File: src/design/alu_flag_pkg.sv
// ALU status flag layout
package alu_flag_pkg;

    // number of bits in the status vector
    localparam int flag_count = 8;

    // bit positions inside the flag vector, all flags active high
    // carry, also the borrow on subtracts
    localparam int flag_c  = 0;
    // result is zero
    localparam int flag_z  = 1;
    // result sign bit
    localparam int flag_n  = 2;
    // two's complement overflow
    localparam int flag_o  = 3;
    // a above b, signed only under the signed-magnitude subtract
    localparam int flag_gt = 4;
    localparam int flag_lt = 5;
    // operand equality, always on the raw inputs
    localparam int flag_eq = 6;
    localparam int flag_ne = 7;

endpackage

File: src/design/alu_op_pkg.sv
// ALU opcodes and widths
package alu_op_pkg;

    // operand and result width, fixed at one byte
    localparam int data_width = 8;

    // opcode map keeps the original numeric codes so existing programs still decode
    // codes 16 to 19, 30 and 31 have no operation and decode as unused
    typedef enum logic [4:0] {
        op_zero         = 5'd0,
        op_pass_a       = 5'd1,
        op_pass_b       = 5'd2,
        op_neg_a        = 5'd3,
        op_neg_b        = 5'd4,
        op_inc_a        = 5'd5,
        op_inc_b        = 5'd6,
        op_dec_a        = 5'd7,
        op_dec_b        = 5'd8,
        op_a_add_b      = 5'd9,
        op_a_sub_b      = 5'd10,
        op_b_sub_a      = 5'd11,
        // same difference as op_a_sub_b, but gt/lt compare signed
        op_a_sub_b_smag = 5'd12,
        // carry-consuming forms, they fold to 9..11 when carry_in is clear
        op_a_add_b_c    = 5'd13,
        op_a_sub_b_c    = 5'd14,
        op_b_sub_a_c    = 5'd15,
        op_lsl          = 5'd20,
        op_lsr          = 5'd21,
        op_asr          = 5'd22,
        // rotates run through carry as a 9-bit ring
        op_rol          = 5'd23,
        op_ror          = 5'd24,
        op_and          = 5'd25,
        op_or           = 5'd26,
        op_xor          = 5'd27,
        op_not_a        = 5'd28,
        op_not_b        = 5'd29
    } alu_op_e;

endpackage

File: src/design/alu_arith.sv
// ALU add and subtract family
`timescale 1ns/100ps

module alu_arith
    import alu_op_pkg::*;
(
    input  logic [data_width-1:0] a,
    input  logic [data_width-1:0] b,
    input  alu_op_e               op,
    input  logic                  carry_in,
    output logic [data_width-1:0] sum,
    output logic                  carry,
    output logic                  overflow
);

    // left and right operands of the shared 9-bit adder
    logic [data_width-1:0] left;
    logic [data_width-1:0] right;
    logic                  is_sub;
    // only the three carry-consuming ops let the stored carry in
    logic                  use_cin;
    logic                  in_family;
    // negate reuses the subtractor but reports no carry or overflow
    logic                  is_negate;
    logic [data_width:0]   full;
    logic [data_width:0]   cin_ext;
    logic                  l_sign;
    logic                  r_sign;
    logic                  s_sign;
    logic                  ov_add;
    logic                  ov_sub;

    // decode the op into operands and direction
    always_comb begin
        left      = a;
        right     = b;
        is_sub    = 1'b0;
        use_cin   = 1'b0;
        in_family = 1'b1;
        is_negate = 1'b0;
        case (op)
            op_neg_a: begin
                left      = '0;
                right     = a;
                is_sub    = 1'b1;
                is_negate = 1'b1;
            end
            op_neg_b: begin
                left      = '0;
                is_sub    = 1'b1;
                is_negate = 1'b1;
            end
            // increment and decrement set carry but never take it in
            op_inc_a: right = data_width'(1);
            op_inc_b: begin
                left  = b;
                right = data_width'(1);
            end
            op_dec_a: begin
                right  = data_width'(1);
                is_sub = 1'b1;
            end
            op_dec_b: begin
                left   = b;
                right  = data_width'(1);
                is_sub = 1'b1;
            end
            op_a_add_b: ;
            op_a_sub_b, op_a_sub_b_smag: is_sub = 1'b1;
            op_b_sub_a: begin
                left   = b;
                right  = a;
                is_sub = 1'b1;
            end
            op_a_add_b_c: use_cin = 1'b1;
            op_a_sub_b_c: begin
                is_sub  = 1'b1;
                use_cin = 1'b1;
            end
            op_b_sub_a_c: begin
                left    = b;
                right   = a;
                is_sub  = 1'b1;
                use_cin = 1'b1;
            end
            default: in_family = 1'b0;
        endcase
    end

    // with carry_in clear the carry forms fall back to the plain ones
    assign cin_ext = {{data_width{1'b0}}, use_cin & carry_in};

    // bit 8 is the carry on add and the borrow on subtract
    assign full = is_sub ? {1'b0, left} - {1'b0, right} - cin_ext
                         : {1'b0, left} + {1'b0, right} + cin_ext;

    assign l_sign = left[data_width-1];
    assign r_sign = right[data_width-1];
    assign s_sign = full[data_width-1];

    // add overflows when like signs give a result of the other sign
    assign ov_add = (l_sign == r_sign) && (s_sign != l_sign);
    // subtract overflows when unlike signs give a result unlike the left operand
    assign ov_sub = (l_sign != r_sign) && (s_sign != l_sign);

    assign sum      = in_family ? full[data_width-1:0] : '0;
    assign carry    = in_family && !is_negate && full[data_width];
    assign overflow = in_family && !is_negate && (is_sub ? ov_sub : ov_add);

endmodule

File: src/design/alu_core.sv
// ALU operation select and flag logic
`timescale 1ns/100ps

module alu_core
    import alu_op_pkg::*;
    import alu_flag_pkg::*;
(
    input  logic [data_width-1:0] a,
    input  logic [data_width-1:0] b,
    input  alu_op_e               alu_op,
    input  logic                  carry_in,
    output logic [data_width-1:0] result,
    output logic [flag_count-1:0] flags_next
);

    logic [data_width-1:0] arith_sum;
    logic                  arith_carry;
    logic                  arith_ov;
    logic [data_width-1:0] shift_out;
    logic                  shift_carry;
    logic                  carry_sel;
    logic                  ov_sel;
    // shifts, rotates and logic ops report overflow as a change of sign against a
    logic                  sign_ov;
    logic                  signed_cmp;

    alu_arith i_arith (
        .a        (a),
        .b        (b),
        .op       (alu_op),
        .carry_in (carry_in),
        .sum      (arith_sum),
        .carry    (arith_carry),
        .overflow (arith_ov)
    );

    alu_shift i_shift (
        .a        (a),
        .b        (b),
        .op       (alu_op),
        .carry_in (carry_in),
        .shifted  (shift_out),
        .carry    (shift_carry)
    );

    // steer by opcode class, zero and unused codes keep the cleared defaults
    always_comb begin
        result    = '0;
        carry_sel = 1'b0;
        ov_sel    = 1'b0;
        sign_ov   = 1'b0;
        case (alu_op)
            // pass leaves carry clear
            op_pass_a: result = a;
            op_pass_b: result = b;
            op_neg_a, op_neg_b, op_inc_a, op_inc_b, op_dec_a, op_dec_b,
            op_a_add_b, op_a_sub_b, op_b_sub_a, op_a_sub_b_smag,
            op_a_add_b_c, op_a_sub_b_c, op_b_sub_a_c: begin
                result    = arith_sum;
                carry_sel = arith_carry;
                ov_sel    = arith_ov;
            end
            op_lsl, op_lsr, op_asr, op_rol, op_ror: begin
                result    = shift_out;
                carry_sel = shift_carry;
                sign_ov   = 1'b1;
            end
            // logic ops never produce a carry
            op_and: begin
                result  = a & b;
                sign_ov = 1'b1;
            end
            op_or: begin
                result  = a | b;
                sign_ov = 1'b1;
            end
            op_xor: begin
                result  = a ^ b;
                sign_ov = 1'b1;
            end
            op_not_a: begin
                result  = ~a;
                sign_ov = 1'b1;
            end
            op_not_b: begin
                result  = ~b;
                sign_ov = 1'b1;
            end
            default: ;
        endcase
    end

    // only the signed-magnitude subtract compares the operands as signed
    assign signed_cmp = (alu_op == op_a_sub_b_smag);

    always_comb begin
        flags_next          = '0;
        flags_next[flag_c]  = carry_sel;
        flags_next[flag_z]  = (result == '0);
        flags_next[flag_n]  = result[data_width-1];
        flags_next[flag_o]  = sign_ov ? (result[data_width-1] != a[data_width-1]) : ov_sel;
        flags_next[flag_gt] = signed_cmp ? ($signed(a) > $signed(b)) : (a > b);
        flags_next[flag_lt] = signed_cmp ? ($signed(a) < $signed(b)) : (a < b);
        flags_next[flag_eq] = (a == b);
        flags_next[flag_ne] = (a != b);
    end

endmodule

File: src/design/alu_shift.sv
// ALU shifts and rotates through carry
`timescale 1ns/100ps

module alu_shift
    import alu_op_pkg::*;
(
    input  logic [data_width-1:0] a,
    input  logic [data_width-1:0] b,
    input  alu_op_e               op,
    input  logic                  carry_in,
    output logic [data_width-1:0] shifted,
    output logic                  carry
);

    // a with one extra bit beside it to catch the last bit shifted out
    logic [data_width:0]     lsl_ext;
    logic [data_width:0]     lsr_ext;
    logic [data_width:0]     asr_ext;
    // carry and a together form the 9-bit rotate ring
    logic [data_width:0]     ring;
    logic [3:0]              rot_count;
    // the ring laid twice side by side turns a rotate into a plain shift
    logic [2*data_width+1:0] rol_dbl;
    logic [2*data_width+1:0] ror_dbl;

    // left shift, the extra bit sits above a and ends up as the carry
    assign lsl_ext = {1'b0, a} << b;

    // right shifts put the extra bit below a, so carry is bit 0
    assign lsr_ext = {a, 1'b0} >> b;
    // large counts fill with the sign, which then also lands in the carry
    assign asr_ext = $signed({a, 1'b0}) >>> b;

    assign ring      = {carry_in, a};
    // a ring of nine turns a full circle every nine places
    assign rot_count = 4'(b % (data_width + 1));

    assign rol_dbl = {ring, ring} << rot_count;
    assign ror_dbl = {ring, ring} >> rot_count;

    always_comb begin
        shifted = '0;
        carry   = 1'b0;
        case (op)
            op_lsl: begin
                shifted = lsl_ext[data_width-1:0];
                carry   = lsl_ext[data_width];
            end
            op_lsr: begin
                shifted = lsr_ext[data_width:1];
                carry   = lsr_ext[0];
            end
            op_asr: begin
                shifted = asr_ext[data_width:1];
                carry   = asr_ext[0];
            end
            // upper half of the left-shifted pair is the turned ring, carry on top
            op_rol: begin
                shifted = rol_dbl[2*data_width:data_width+1];
                carry   = rol_dbl[2*data_width+1];
            end
            // lower half of the right-shifted pair is the turned ring
            op_ror: begin
                shifted = ror_dbl[data_width-1:0];
                carry   = ror_dbl[data_width];
            end
            default: ;
        endcase
    end

endmodule

File: src/design/alu_status_reg.sv
// ALU status register
`timescale 1ns/100ps

module alu_status_reg
    import alu_flag_pkg::*;
(
    input  logic                  clk,
    input  logic                  arst_n,
    input  logic                  flags_we,
    input  logic [flag_count-1:0] flags_next,
    output logic [flag_count-1:0] flags,
    output logic                  carry_in
);

    // flags load only on the strobe and hold otherwise
    always_ff @(posedge clk or negedge arst_n) begin
        if (!arst_n) begin
            flags <= '0;
        end else if (flags_we) begin
            flags <= flags_next;
        end
    end

    // stored carry goes back to the core as its carry-in
    assign carry_in = flags[flag_c];

    // the core must always report exactly one of eq and ne
    a_eq_ne_complement: assert property (
        @(posedge clk) disable iff (!arst_n)
        flags_next[flag_eq] != flags_next[flag_ne]
    );

    // a compare can never be both above and below
    a_gt_lt_exclusive: assert property (
        @(posedge clk) disable iff (!arst_n)
        !(flags_next[flag_gt] && flags_next[flag_lt])
    );

    // a zero result has no sign bit set
    a_z_excludes_n: assert property (
        @(posedge clk) disable iff (!arst_n)
        flags_next[flag_z] |-> !flags_next[flag_n]
    );

    // reset must leave the register clear at the next edge
    a_flags_clear_after_reset: assert property (
        @(posedge clk) !arst_n |=> (flags == '0)
    );

endmodule

File: src/design/alu_top.sv
// ALU top level
`timescale 1ns/100ps

module alu_top
    import alu_op_pkg::*;
    import alu_flag_pkg::*;
(
    input  logic                  clk,
    input  logic                  arst_n,
    input  logic [data_width-1:0] a,
    input  logic [data_width-1:0] b,
    input  alu_op_e               alu_op,
    input  logic                  flags_we,
    output logic [data_width-1:0] result,
    output logic [flag_count-1:0] flags
);

    // combinational flags from the core, waiting for the strobe
    logic [flag_count-1:0] flags_next;
    // registered carry fed back into the core
    logic                  carry_in;

    alu_core i_core (
        .a          (a),
        .b          (b),
        .alu_op     (alu_op),
        .carry_in   (carry_in),
        .result     (result),
        .flags_next (flags_next)
    );

    alu_status_reg i_status (
        .clk        (clk),
        .arst_n     (arst_n),
        .flags_we   (flags_we),
        .flags_next (flags_next),
        .flags      (flags),
        .carry_in   (carry_in)
    );

endmodule

File: config.mk
export PLATFORM = sky130hd
export DESIGN_NAME = alu_top
export DESIGN_NICKNAME = d
export VERILOG_FILES = /design/src/design/alu_flag_pkg.sv /design/src/design/alu_op_pkg.sv /design/src/design/alu_arith.sv /design/src/design/alu_core.sv /design/src/design/alu_shift.sv /design/src/design/alu_status_reg.sv /design/src/design/alu_top.sv
export SDC_FILE = /design/constraint.sdc
export NUM_CORES = 1
export LEC_CHECK = 0
export ABC_AREA = 1
export BUFFER_PORTS_ARGS = -buffer_cell sky130_fd_sc_hd__buf_2
export CAP_MARGIN = 20
export CORE_MARGIN = 8
export CORE_UTILIZATION = 35
export CTS_BUF_LIST = sky130_fd_sc_hd__clkbuf_8
export DETAILED_ROUTE_END_ITERATION = 16
export GPL_ROUTABILITY_DRIVEN = 1
export GPL_TIMING_DRIVEN = 0
export PLACE_DENSITY = 0.57
export SYNTH_ARGS = -nofsm -noshare
export SYNTH_HDL_FRONTEND = slang
export SYNTH_SLANG_ARGS = --single-unit
File: constraint.sdc
create_clock -name clk -period 5 [get_ports clk]
set_input_delay 0.5 -clock clk [delete_from_list [all_inputs] [get_ports clk]]
set_output_delay 0.5 -clock clk [all_outputs]
set_load 0.005 [all_outputs]
# --- After elaboration in Yosys (flattened, before gate mapping) ---
# Index checks and enable logic that the tools add are counted.
classes:
  n_addsub: 4
  div: 1
  magnitude_cmp: 4
  eq_ne: 31
  shift: 5
  n_mux: 18
  bitwise_logic: 6
  reduce_logical: 16
ops:
  columns: ["cell", "n"]
  rows:
  - ["$pmux 8 s9", 1]
  - ["$eq 5x5->1 const B", 10]
  - ["$eq 5x4->1 const B", 8]
  - ["$pmux 8 s5", 1]
  - ["$mod 8x4->32 const B", 1]
  - ["$pmux 8 s2", 2]
  - ["$eq 5x3->1 const B", 4]
  - ["$shl 18x4->18", 1]
  - ["$shr 18x4->9", 1]
  - ["$gt 8x8->1", 2]
  - ["$lt 8x8->1", 2]
  - ["$not 8->8", 2]
  - ["$reduce_or 13->1", 1]
  - ["$eq 5x2->1 const B", 2]
  - ["$mux 1", 10]
  - ["$reduce_or 10->1", 1]
  - ["$add 8x8->9", 1]
  - ["$add 9x1->9", 1]
  - ["$mux 9", 1]
  - ["$reduce_or 9->1", 1]
  - ["$shl 8x8->9", 1]
  - ["$shr 9x8->9", 1]
  - ["$sshr 9x8->9", 1]
  - ["$sub 8x8->9", 1]
  - ["other kinds (20)", 28]
word_totals:
  ff_bits: 8
  in_bits: 24
  out_inout_bits: 16
  wordCells: 86

# --- Depth between registers and ports, before layout ---
# Gate-level depths: netlist of run 1.
logic_depth:
  ltp_word: 12
  mapped_depth: 45

# --- Cells and area by module ---
# Synthesis of run 1 repeated with hierarchy kept, for this count alone.
unflattened:
  hier_cells: 1105
  area_unflattened_um2: 5979.5
by_module_without_submodules:
  columns: ["module", "n_inst", "cells_each", "area_per_inst_um2", "seq_area_each_um2"]
  rows:
  - ["alu_shift", 1, 602, 2925.3, 0.0]
  - ["alu_core", 1, 250, 1426.4, 0.0]
  - ["alu_arith", 1, 218, 1315.0, 0.0]
  - ["alu_status_reg", 1, 35, 312.8, 200.2]

# --- Least setup slack after synthesis of run 1 ---
# OpenSTA, ideal clock, no wires.
synth_timing:
  kind: "input port to output port"
  startpoint: "input port b[6]"
  endpoint: "output port result[1]"
  arrival_time_ns: 4.742
  t_required_ns: 4.500
  slack_ns: -0.242
  path_stages: 35
  cell_sequence: "nor2_1 -> nand2_2 -> ha_1 -> inv_1 -> nand2_1 -> nand2_1 -> nand2_1 -> a21o_1 -> nand2_1 -> nand3_2 -> inv_2 -> nand3_1 -> nand2_1 -> inv_1 -> ha_1 -> inv_1 -> nand4_1 -> nand2_2 -> nand3_2 -> buf_6 -> xor2_1 -> inv_1 -> ha_1 -> inv_1 -> o21ai_1 -> nand4_4 -> o31ai_2 -> xor2_1 -> inv_2 -> clkbuf_1 -> nand3_1 -> nand3_1 -> nand3_1 -> nor2_1 -> inv_1"
synth_between:
  elab_chain_len: 4
  word_cells_on_any_way: 8
  classes_between: "div (1); shift (5); mux (2)"
synth_lines:
  columns: ["item", "line", "source"]
  rows:
  - ["start: declaration", "alu_top.sv:11", "input logic [data_width-1:0] b,"]
  - ["$mod 8x4->32", "alu_shift.sv:36", "assign rot_count = 4'(b % (data_width + 1));"]
  - ["$shr 18x4->9 or $shl 18x4->18 (tied branches)", "alu_shift.sv:39, alu_shift.sv:38", null]
  - ["$pmux 8 s5 *", "alu_shift.sv:44", "case (op)"]
  - ["$pmux 8 s9 *", "alu_core.sv:52", "case (alu_op)"]
  - ["end: declaration", "alu_top.sv:14", "output logic [data_width-1:0] result,"]
# Every way passes the cells marked *; elsewhere a longest branch is shown, timed or not.

# --- Worst setup path in the final report of run 1 ---
layout_timing:
  startpoint: "input port b[5]"
  endpoint: "output port result[3]"
# Same word-level chain as after synthesis.

==> results.md, run 1 <==
- Outcome: complete, but fails checks
- Failing checks: setup timing
- Vias: 6,929
- Drt initial violations: 764
- Classification of the worst-slack hold path: input pin to async pin
- Period Utilization, post-route: 108%
- FF+latch area: 200 um2
- Mapped Cells: 938
- DR vias/cell: 5.67
- Worst VDD drop: 0.107 mV
- Clock Pin Slew Worst Setup and Hold Paths: 0.04 ns
- Yosys warnings: 0
- CP Buf/Inv Count: 12
- Die W: 136 um
- P per Cell Area: 276 nW/um2
- TNS Setup: -2.77 ns
- Post-synthesis mux area share: 0.197%
- Ant diodes: 0
- DP Wirelength: 15,400 um
- XOR/XNOR Fraction of Synth Area: 2.07%
- Full die area: 18,600 um2
- Final setup fails: 9
- Top_reg_cell synth: dfrtp_1
- Adder-cell area share of the yosys netlist: 13.4%
- Most frequent cells in the layout: 210 x nand2_1, 109 x inv_1, 95 x nor2_1
- Synth Cell Area: 5080 um2
- Compound-Gate Fraction of Synth Area: 20.9%
- Initial antenna violation count: 0
- CP startpoint kind: input pin
- Post-synth ARST share: 100%
- Crit path arrival time: 4.91 ns
- Share of layout cells above drive strength 1: 28.7%
- Slack of the worst reg-to-reg path: 1.25 ns
- Final Critical Period: 5.41 ns
- CP max FO: 6
- CP dominant cell by count: nand2_2
- CTS tree: done
- Clock network latency to the later pin of the worst-skew pair: 0.23 ns
- Slew HR: 44.9%
- Setup Skew: 0.000110 ns
- P_leak: 0.00345 uW
- Hold Fails Final Rpt: 0
- Commonest non-fill, non-tap cell in the layout: nand2_1
- Top reg by flops: i_status.flags
- Starting Density: 35.3%
- Largest family of logic cells by synthesized area: simple AND/OR/NAND/NOR gates
- Max Slew Vio Count: 0
- Setup WS post-layout: -0.409 ns
- Max FFs per register: 8
- WL per Instance: 17.2 um
- Synthesis-to-layout area growth: 35.8%
- Global Route Usage Sum: 21.5%
- RD Place Congestion: 0.966
- Num CTS Buffers: 3
- First drt pass iteration count: 5
- Worst path top cell family by delay: simple AND/OR/NAND/NOR gates
- Number of global-route vias before repair: 6,404
- First-pass GRT wire length: 32,700 um
- Nets: 1,116
- IO Pins: 40
- # fillers: 1,462
- Post-synthesis register bit count: 8
- Port bufs: 38
- Die Y: 136 um
- # rows: 44
- Worst slew pin tran: 0.806 ns
- Post-synthesis simple-gate area fraction: 46.7%
- Post-synth EDFFs: 0
- Worst Hold Margin: 0.106 ns
- Total grt overflow: 0
- Area occupied by multi-input gates: 5010 um2
- CP peak stage delay: 0.26 ns
- Sink Count: 8
- Worst Path Required: 4.50 ns
- Antenna-violating nets left: 0
- Largest registers: i_status.flags: 8 flops
- Crit Path Category: input pin to output pin
- Clock tree buffer depth: 2
- Worst setup EP type: output pin
- Max Clk Rate: 185 MHz
- Core Area: 14,400 um2
- RSZ-0062 raised after global routing: true
- Yosys cell types: 56
- Final wirelength: 21,100 um
- MaxCap Viol Count: 0
- H-Tree Depth: 1
- Root Driver: clkbuf_8
- Mean Syn Cell Area: 5.41 um2
- Net count after synthesis: 1,014
- DRC errors left: 0
- Critical path's slowest cell: ha_4
- Post-synthesis sequential area ratio: 3.94%
- Largest net degree at the start of global routing: 13
## layout make-up
class | count | share of cell area [%]
sequential | 8 | 2.90
multi-input combinational | 772 | 72.6
buffer | 26 | 2.88
tap | 184 | 3.34
clock buffer | 3 | 0.599
timing repair buffer | 97 | 10.3
inverter | 132 | 7.42
## layer usage
metal	GRT usage (%)	wire length, um	vias up
met5	0	0	-
met4	8.42	1020	0
met3	0.924	1330	90
met2	37.1	10100	342
met1	27.5	8610	3145
li1	-	-	3352
## what timing repair did
action                     4_1_cts  5_1_grt
gates resized for setup        131       81
hold buffers                     0        0
cloned                           5        1
setup endpoints to repair       12       12
pin swaps                       39       37
buffers inserted                45        9
## cells in the mapped netlist (all sizes together) (4+ instances only)
master	count	area, um2
a221oi	6	52.6
nor3	7	46.3
o21ai	52	279
o211ai	6	45.0
buf	14	101
o22ai	31	194
inv	128	480
o31ai	5	42.5
clkinv	4	15.0
dfrtp	8	200
clkbuf	13	48.8
nand2	264	1030
nand4	14	130
fa	4	80.1
ha	48	601
xnor2	4	35.0
xor2	8	70.1
a21oi	40	204
a211oi	7	52.6
nand3	133	696
nor2	110	428
## power breakdown
| part | internal (uW) | switching (uW) |
|---|---|---|
| Sequential | 73.9 | 5.65 |
| Combinational | 679 | 1070 |
| Clock | 52.3 | 27.2 |
## stage by stage
stage               area, um2  utilization [%]  worst slack (ns)  total power, uW  cells
finish                   6900             48.0            -0.409             1900   1222
detailed placement       5560             38.7             -1.13             1300   1160
global placement         5560             38.7             -1.13             1310   1160
global route             6900             48.0            -0.657             2060   1222
CTS                      6490             45.2            -0.257             1700   1212
floorplan                5140                -           0.00674             1000    938
## final timing paths
check,from,endpoint,cells after the start
hold / removal,arst_n,i_status.flags[0]$_DFFE_PN0P_,1
max in group asynchronous,arst_n,i_status.flags[6]$_DFFE_PN0P_,1
hold reg to reg,i_status.flags[7]$_DFFE_PN0P_,i_status.flags[7]$_DFFE_PN0P_,2
setup / recovery,b[5],result[3],41
setup reg to reg,i_status.flags[0]$_DFFE_PN0P_,i_status.flags[1]$_DFFE_PN0P_,24
min in group clk,i_status.flags[7]$_DFFE_PN0P_,i_status.flags[7]$_DFFE_PN0P_,2
## worst reg2reg max path, cell delays in order, from the launching register on
cell and delay, ns:
dfrtp_1 0.41, inv_1 0.27, nor3_1 0.14, fa_1 0.37
inv_1 0.09, ha_1 0.23, a211o_1 0.32, nand2_1 0.07
nand2_1 0.05, a21oi_1 0.17, nor2_1 0.08, o21ai_0 0.19
nand2_1 0.09, a21oi_1 0.12, o21ai_0 0.11, nand2_1 0.11
o21ai_0 0.12, inv_1 0.12, nand4_2 0.12, buf_4 0.17
nor2_2 0.09, nand2_1 0.06, nor2_1 0.08, nand2_1 0.06
nand2_1 0.05
## cells by family (layout without fill, tap and decap cells)
| kind of cell | Yosys count | in the layout |
|---|---|---|
| AO/OA/AOI/OAI | 171 | 171 |
| XOR/XNOR | 12 | 12 |
| adder cells (fa/ha/maj) | 52 | 52 |
| buffers and inverters | 159 | 258 |
| flip-flops | 8 | 8 |
| multiplexers | 1 | 1 |
| AND/OR/NAND/NOR | 535 | 536 |
(Power assumes the default switching activity.)
==> inputs of run 2 (changes only) <==
--- a/config.mk
+++ b/config.mk
@@ -9,12 +9,13 @@
 export BUFFER_PORTS_ARGS = -buffer_cell sky130_fd_sc_hd__buf_2
 export CAP_MARGIN = 20
 export CORE_MARGIN = 8
-export CORE_UTILIZATION = 35
+export CORE_UTILIZATION = 47
 export CTS_BUF_LIST = sky130_fd_sc_hd__clkbuf_8
 export DETAILED_ROUTE_END_ITERATION = 16
 export GPL_ROUTABILITY_DRIVEN = 1
 export GPL_TIMING_DRIVEN = 0
-export PLACE_DENSITY = 0.57
+export MAX_ROUTING_LAYER = met4
+export PLACE_DENSITY = 0.71
 export SYNTH_ARGS = -nofsm -noshare
 export SYNTH_HDL_FRONTEND = slang
 export SYNTH_SLANG_ARGS = --single-unit
==> results.md, run 2 (synthesis gave the netlist of run 1 again) <==
- Post-Place Setup Slack: -1.11 ns (+0.0166 ns)
- Psw: 1170 uW (+6.3%)
- Final wirelength: 21,500 um (+2.0%)
- MaxCap Viol Count: 0 (unchanged)
- Worst VDD drop: 0.222 mV (+110%)
- WL per Instance: 18.2 um (+5.6%)
- CTS tree: done
- CP peak stage delay: 0.24 ns (-0.02 ns)
- Nets: 1,119 (+0.27%)
- IO Pins: 40 (unchanged)
- Root Driver: clkbuf_8
- CP dominant cell by count: nand2_2
- P per Cell Area: 294 nW/um2 (+6.5%)
- Sink Count: 8 (unchanged)
- CP startpoint kind: input pin
- DR vias/cell: 6.08 (+7.2%)
- Global Route Usage Sum: 28.0% (+6.5 points)
- First drt pass iteration count: 6 (+1)
- Starting Density: 47.5% (+12 points)
- # rows: 38 (-14%)
- H-Tree Depth: 1 (unchanged)
- TNS Setup: -3.45 ns (-0.683 ns)
- Drt initial violations: 981 (+28%)
- DP Wirelength: 14,500 um (-5.8%)
- Largest net degree at the start of global routing: 13 (unchanged)
- Max Clk Rate: 183 MHz (-1.0%)
- Port bufs: 38 (unchanged)
- Worst setup EP type: output pin
- Slew HR: 42.9% (-2.0 points)
- Setup WS post-layout: -0.465 ns (-0.0553 ns)
- Max Slew Vio Count: 0 (unchanged)
- First-pass GRT wire length: 32,500 um (-0.66%)
- Clock tree buffer depth: 2 (unchanged)
- RD Place Congestion: 1.06 (+9.3%)
- Total grt overflow: 0 (unchanged)
- Power share of the combinational group: 92.3% (+0.6 points)
- Final Critical Period: 5.46 ns (+0.0553 ns)
- Number of global-route vias before repair: 6,444 (+0.62%)
- Core Area: 10,700 um2 (-26%)
- Die W: 120 um (-12%)
- Clock Pin Slew Worst Setup and Hold Paths: 0.04 ns (about the same)
- Top reg by flops: i_status.flags
- Power share of the clock group: 3.9% (-0.3 points)
- Critical path's slowest cell: o21ai_4
- Clock network latency to the later pin of the worst-skew pair: 0.23 ns (about the same)
- DRC errors left: 0 (unchanged)
- RSZ-0062 raised after global routing: true
- P_leak: 0.00351 uW (+1.7%)
- Setup Skew: 0.000240 ns (+0.000130 ns)
- Worst slew pin tran: 0.835 ns (+0.0286 ns)
- Worst Path Required: 4.50 ns (about the same)
- Outcome: complete, but fails checks
- Crit Path Category: input pin to output pin
- Synthesis-to-layout area growth: 37.8%
- Seq pwr share: 3.9% (-0.3 points)
- Most frequent cells in the layout: 207 x nand2_1, 111 x inv_1, 97 x nor2_1
- Period Utilization, post-route: 109% (+1.1 points)
- CP max FO: 6 (unchanged)
- Classification of the worst-slack hold path: input pin to async pin
- Antenna-violating nets left: 0 (unchanged)
- Vias: 7,176 (+3.6%)
- Internal: 890 uW (+11%)
- Hold Fails Final Rpt: 0 (unchanged)
- Initial antenna violation count: 0 (unchanged)
- Max FFs per register: 8 (unchanged)
- Crit path arrival time: 4.96 ns (+0.05 ns)
- Largest registers: i_status.flags: 8 flops
- Num CTS Buffers: 3 (unchanged)
- CTS Hold Bufs: 0 (unchanged)
- Share of layout cells above drive strength 1: 29.1% (+0.40 points)
- Die Y: 120 um (-12%)
- Commonest non-fill, non-tap cell in the layout: nand2_1
- Ant diodes: 0 (unchanged)
- Switching part of the total power: 56.8% (-0.96 points)
- Full die area: 14,400 um2 (-23%)
- Final setup fails: 9 (unchanged)
- Failing checks: setup timing
run 2: cell types whose count changed in the layout (fill, tap and decap cells not counted), sizes merged:
cell      change
clkinvlp      -1
clkinv        +1
buf           +2
nand4         +1
run 2: final cells by class:
cell class                 instances  area [um2]
buffer                            25         200
clock buffer                       3        41.3
fill                             978        3700
inverter                         132         505
multi-input combinational        773        5060
sequential                         8         200
tap                              140         175
timing repair buffer             100         816
run 2: repair_timing:
item,CTS,global route
buffers inserted,52,7
pin swaps,50,49
setup endpoints to repair,12,12
resized for setup,126,91
gates cloned,6,0
run 2: worst paths after layout:
kind / startpoint / to / slack [ns] / depth (start not counted)
min: arst_n / i_status.flags[7]$_DFFE_PN0P_ / 0.11 / 1
max reg2reg: i_status.flags[0]$_DFFE_PN0P_ / i_status.flags[1]$_DFFE_PN0P_ / 1.31 / 24
max in group asynchronous: arst_n / i_status.flags[1]$_DFFE_PN0P_ / 4.72 / 1
max: b[6] / result[1] / -0.46 / 40
min reg2reg: i_status.flags[1]$_DFFE_PN0P_ / i_status.flags[1]$_DFFE_PN0P_ / 0.48 / 2
min in group clk: i_status.flags[1]$_DFFE_PN0P_ / i_status.flags[1]$_DFFE_PN0P_ / 0.48 / 2
run 2: power by group through the flow:
stage / sequential (uW) / combinational [uW] / clock (uW)
final: 79.5 / 1900 / 79.3
after global routing: 80.2 / 2030 / 84.7
after CTS: 79.4 / 1610 / 79.4
after detailed placement: 80.4 / 1200 / 0
after global placement: 80.1 / 1200 / 0
after floorplan: 80.0 / 922 / 0
run 2: metal layers:
layer  wire (um)  part of all wire (%)  GRT usage [%]
met1        8240                    38           33.7
met2       10100                    47           46.6
met5           0                     0              -
met3        1920                   8.9           3.15
met4        1180                   5.5           11.8
run 2: stage by stage:
stage / instance area [um2] / total power [uW] / hold WS (ns) / utilization, % / cells
3_3_place_gp: 5500 / 1280 / 0.351 / 51.4 / 1116
5_1_grt: 7000 / 2190 / 0.126 / 65.4 / 1181
3_5_place_dp: 5500 / 1280 / 0.358 / 51.4 / 1116
2_1_floorplan: 5140 / 1000 / 0.204 / - / 938
6_report: 7000 / 2060 / 0.108 / 65.4 / 1181
4_1_cts: 6560 / 1770 / 0.116 / 61.3 / 1174
run 2: worst max-delay path, delay by kind of cell:
family	cells	cell delay (ns)
xor+xnor	1	0.14
fa+ha+maj	3	0.46
buf+inv	12	1.19
compound gates	3	0.51
simple gates	21	2.13
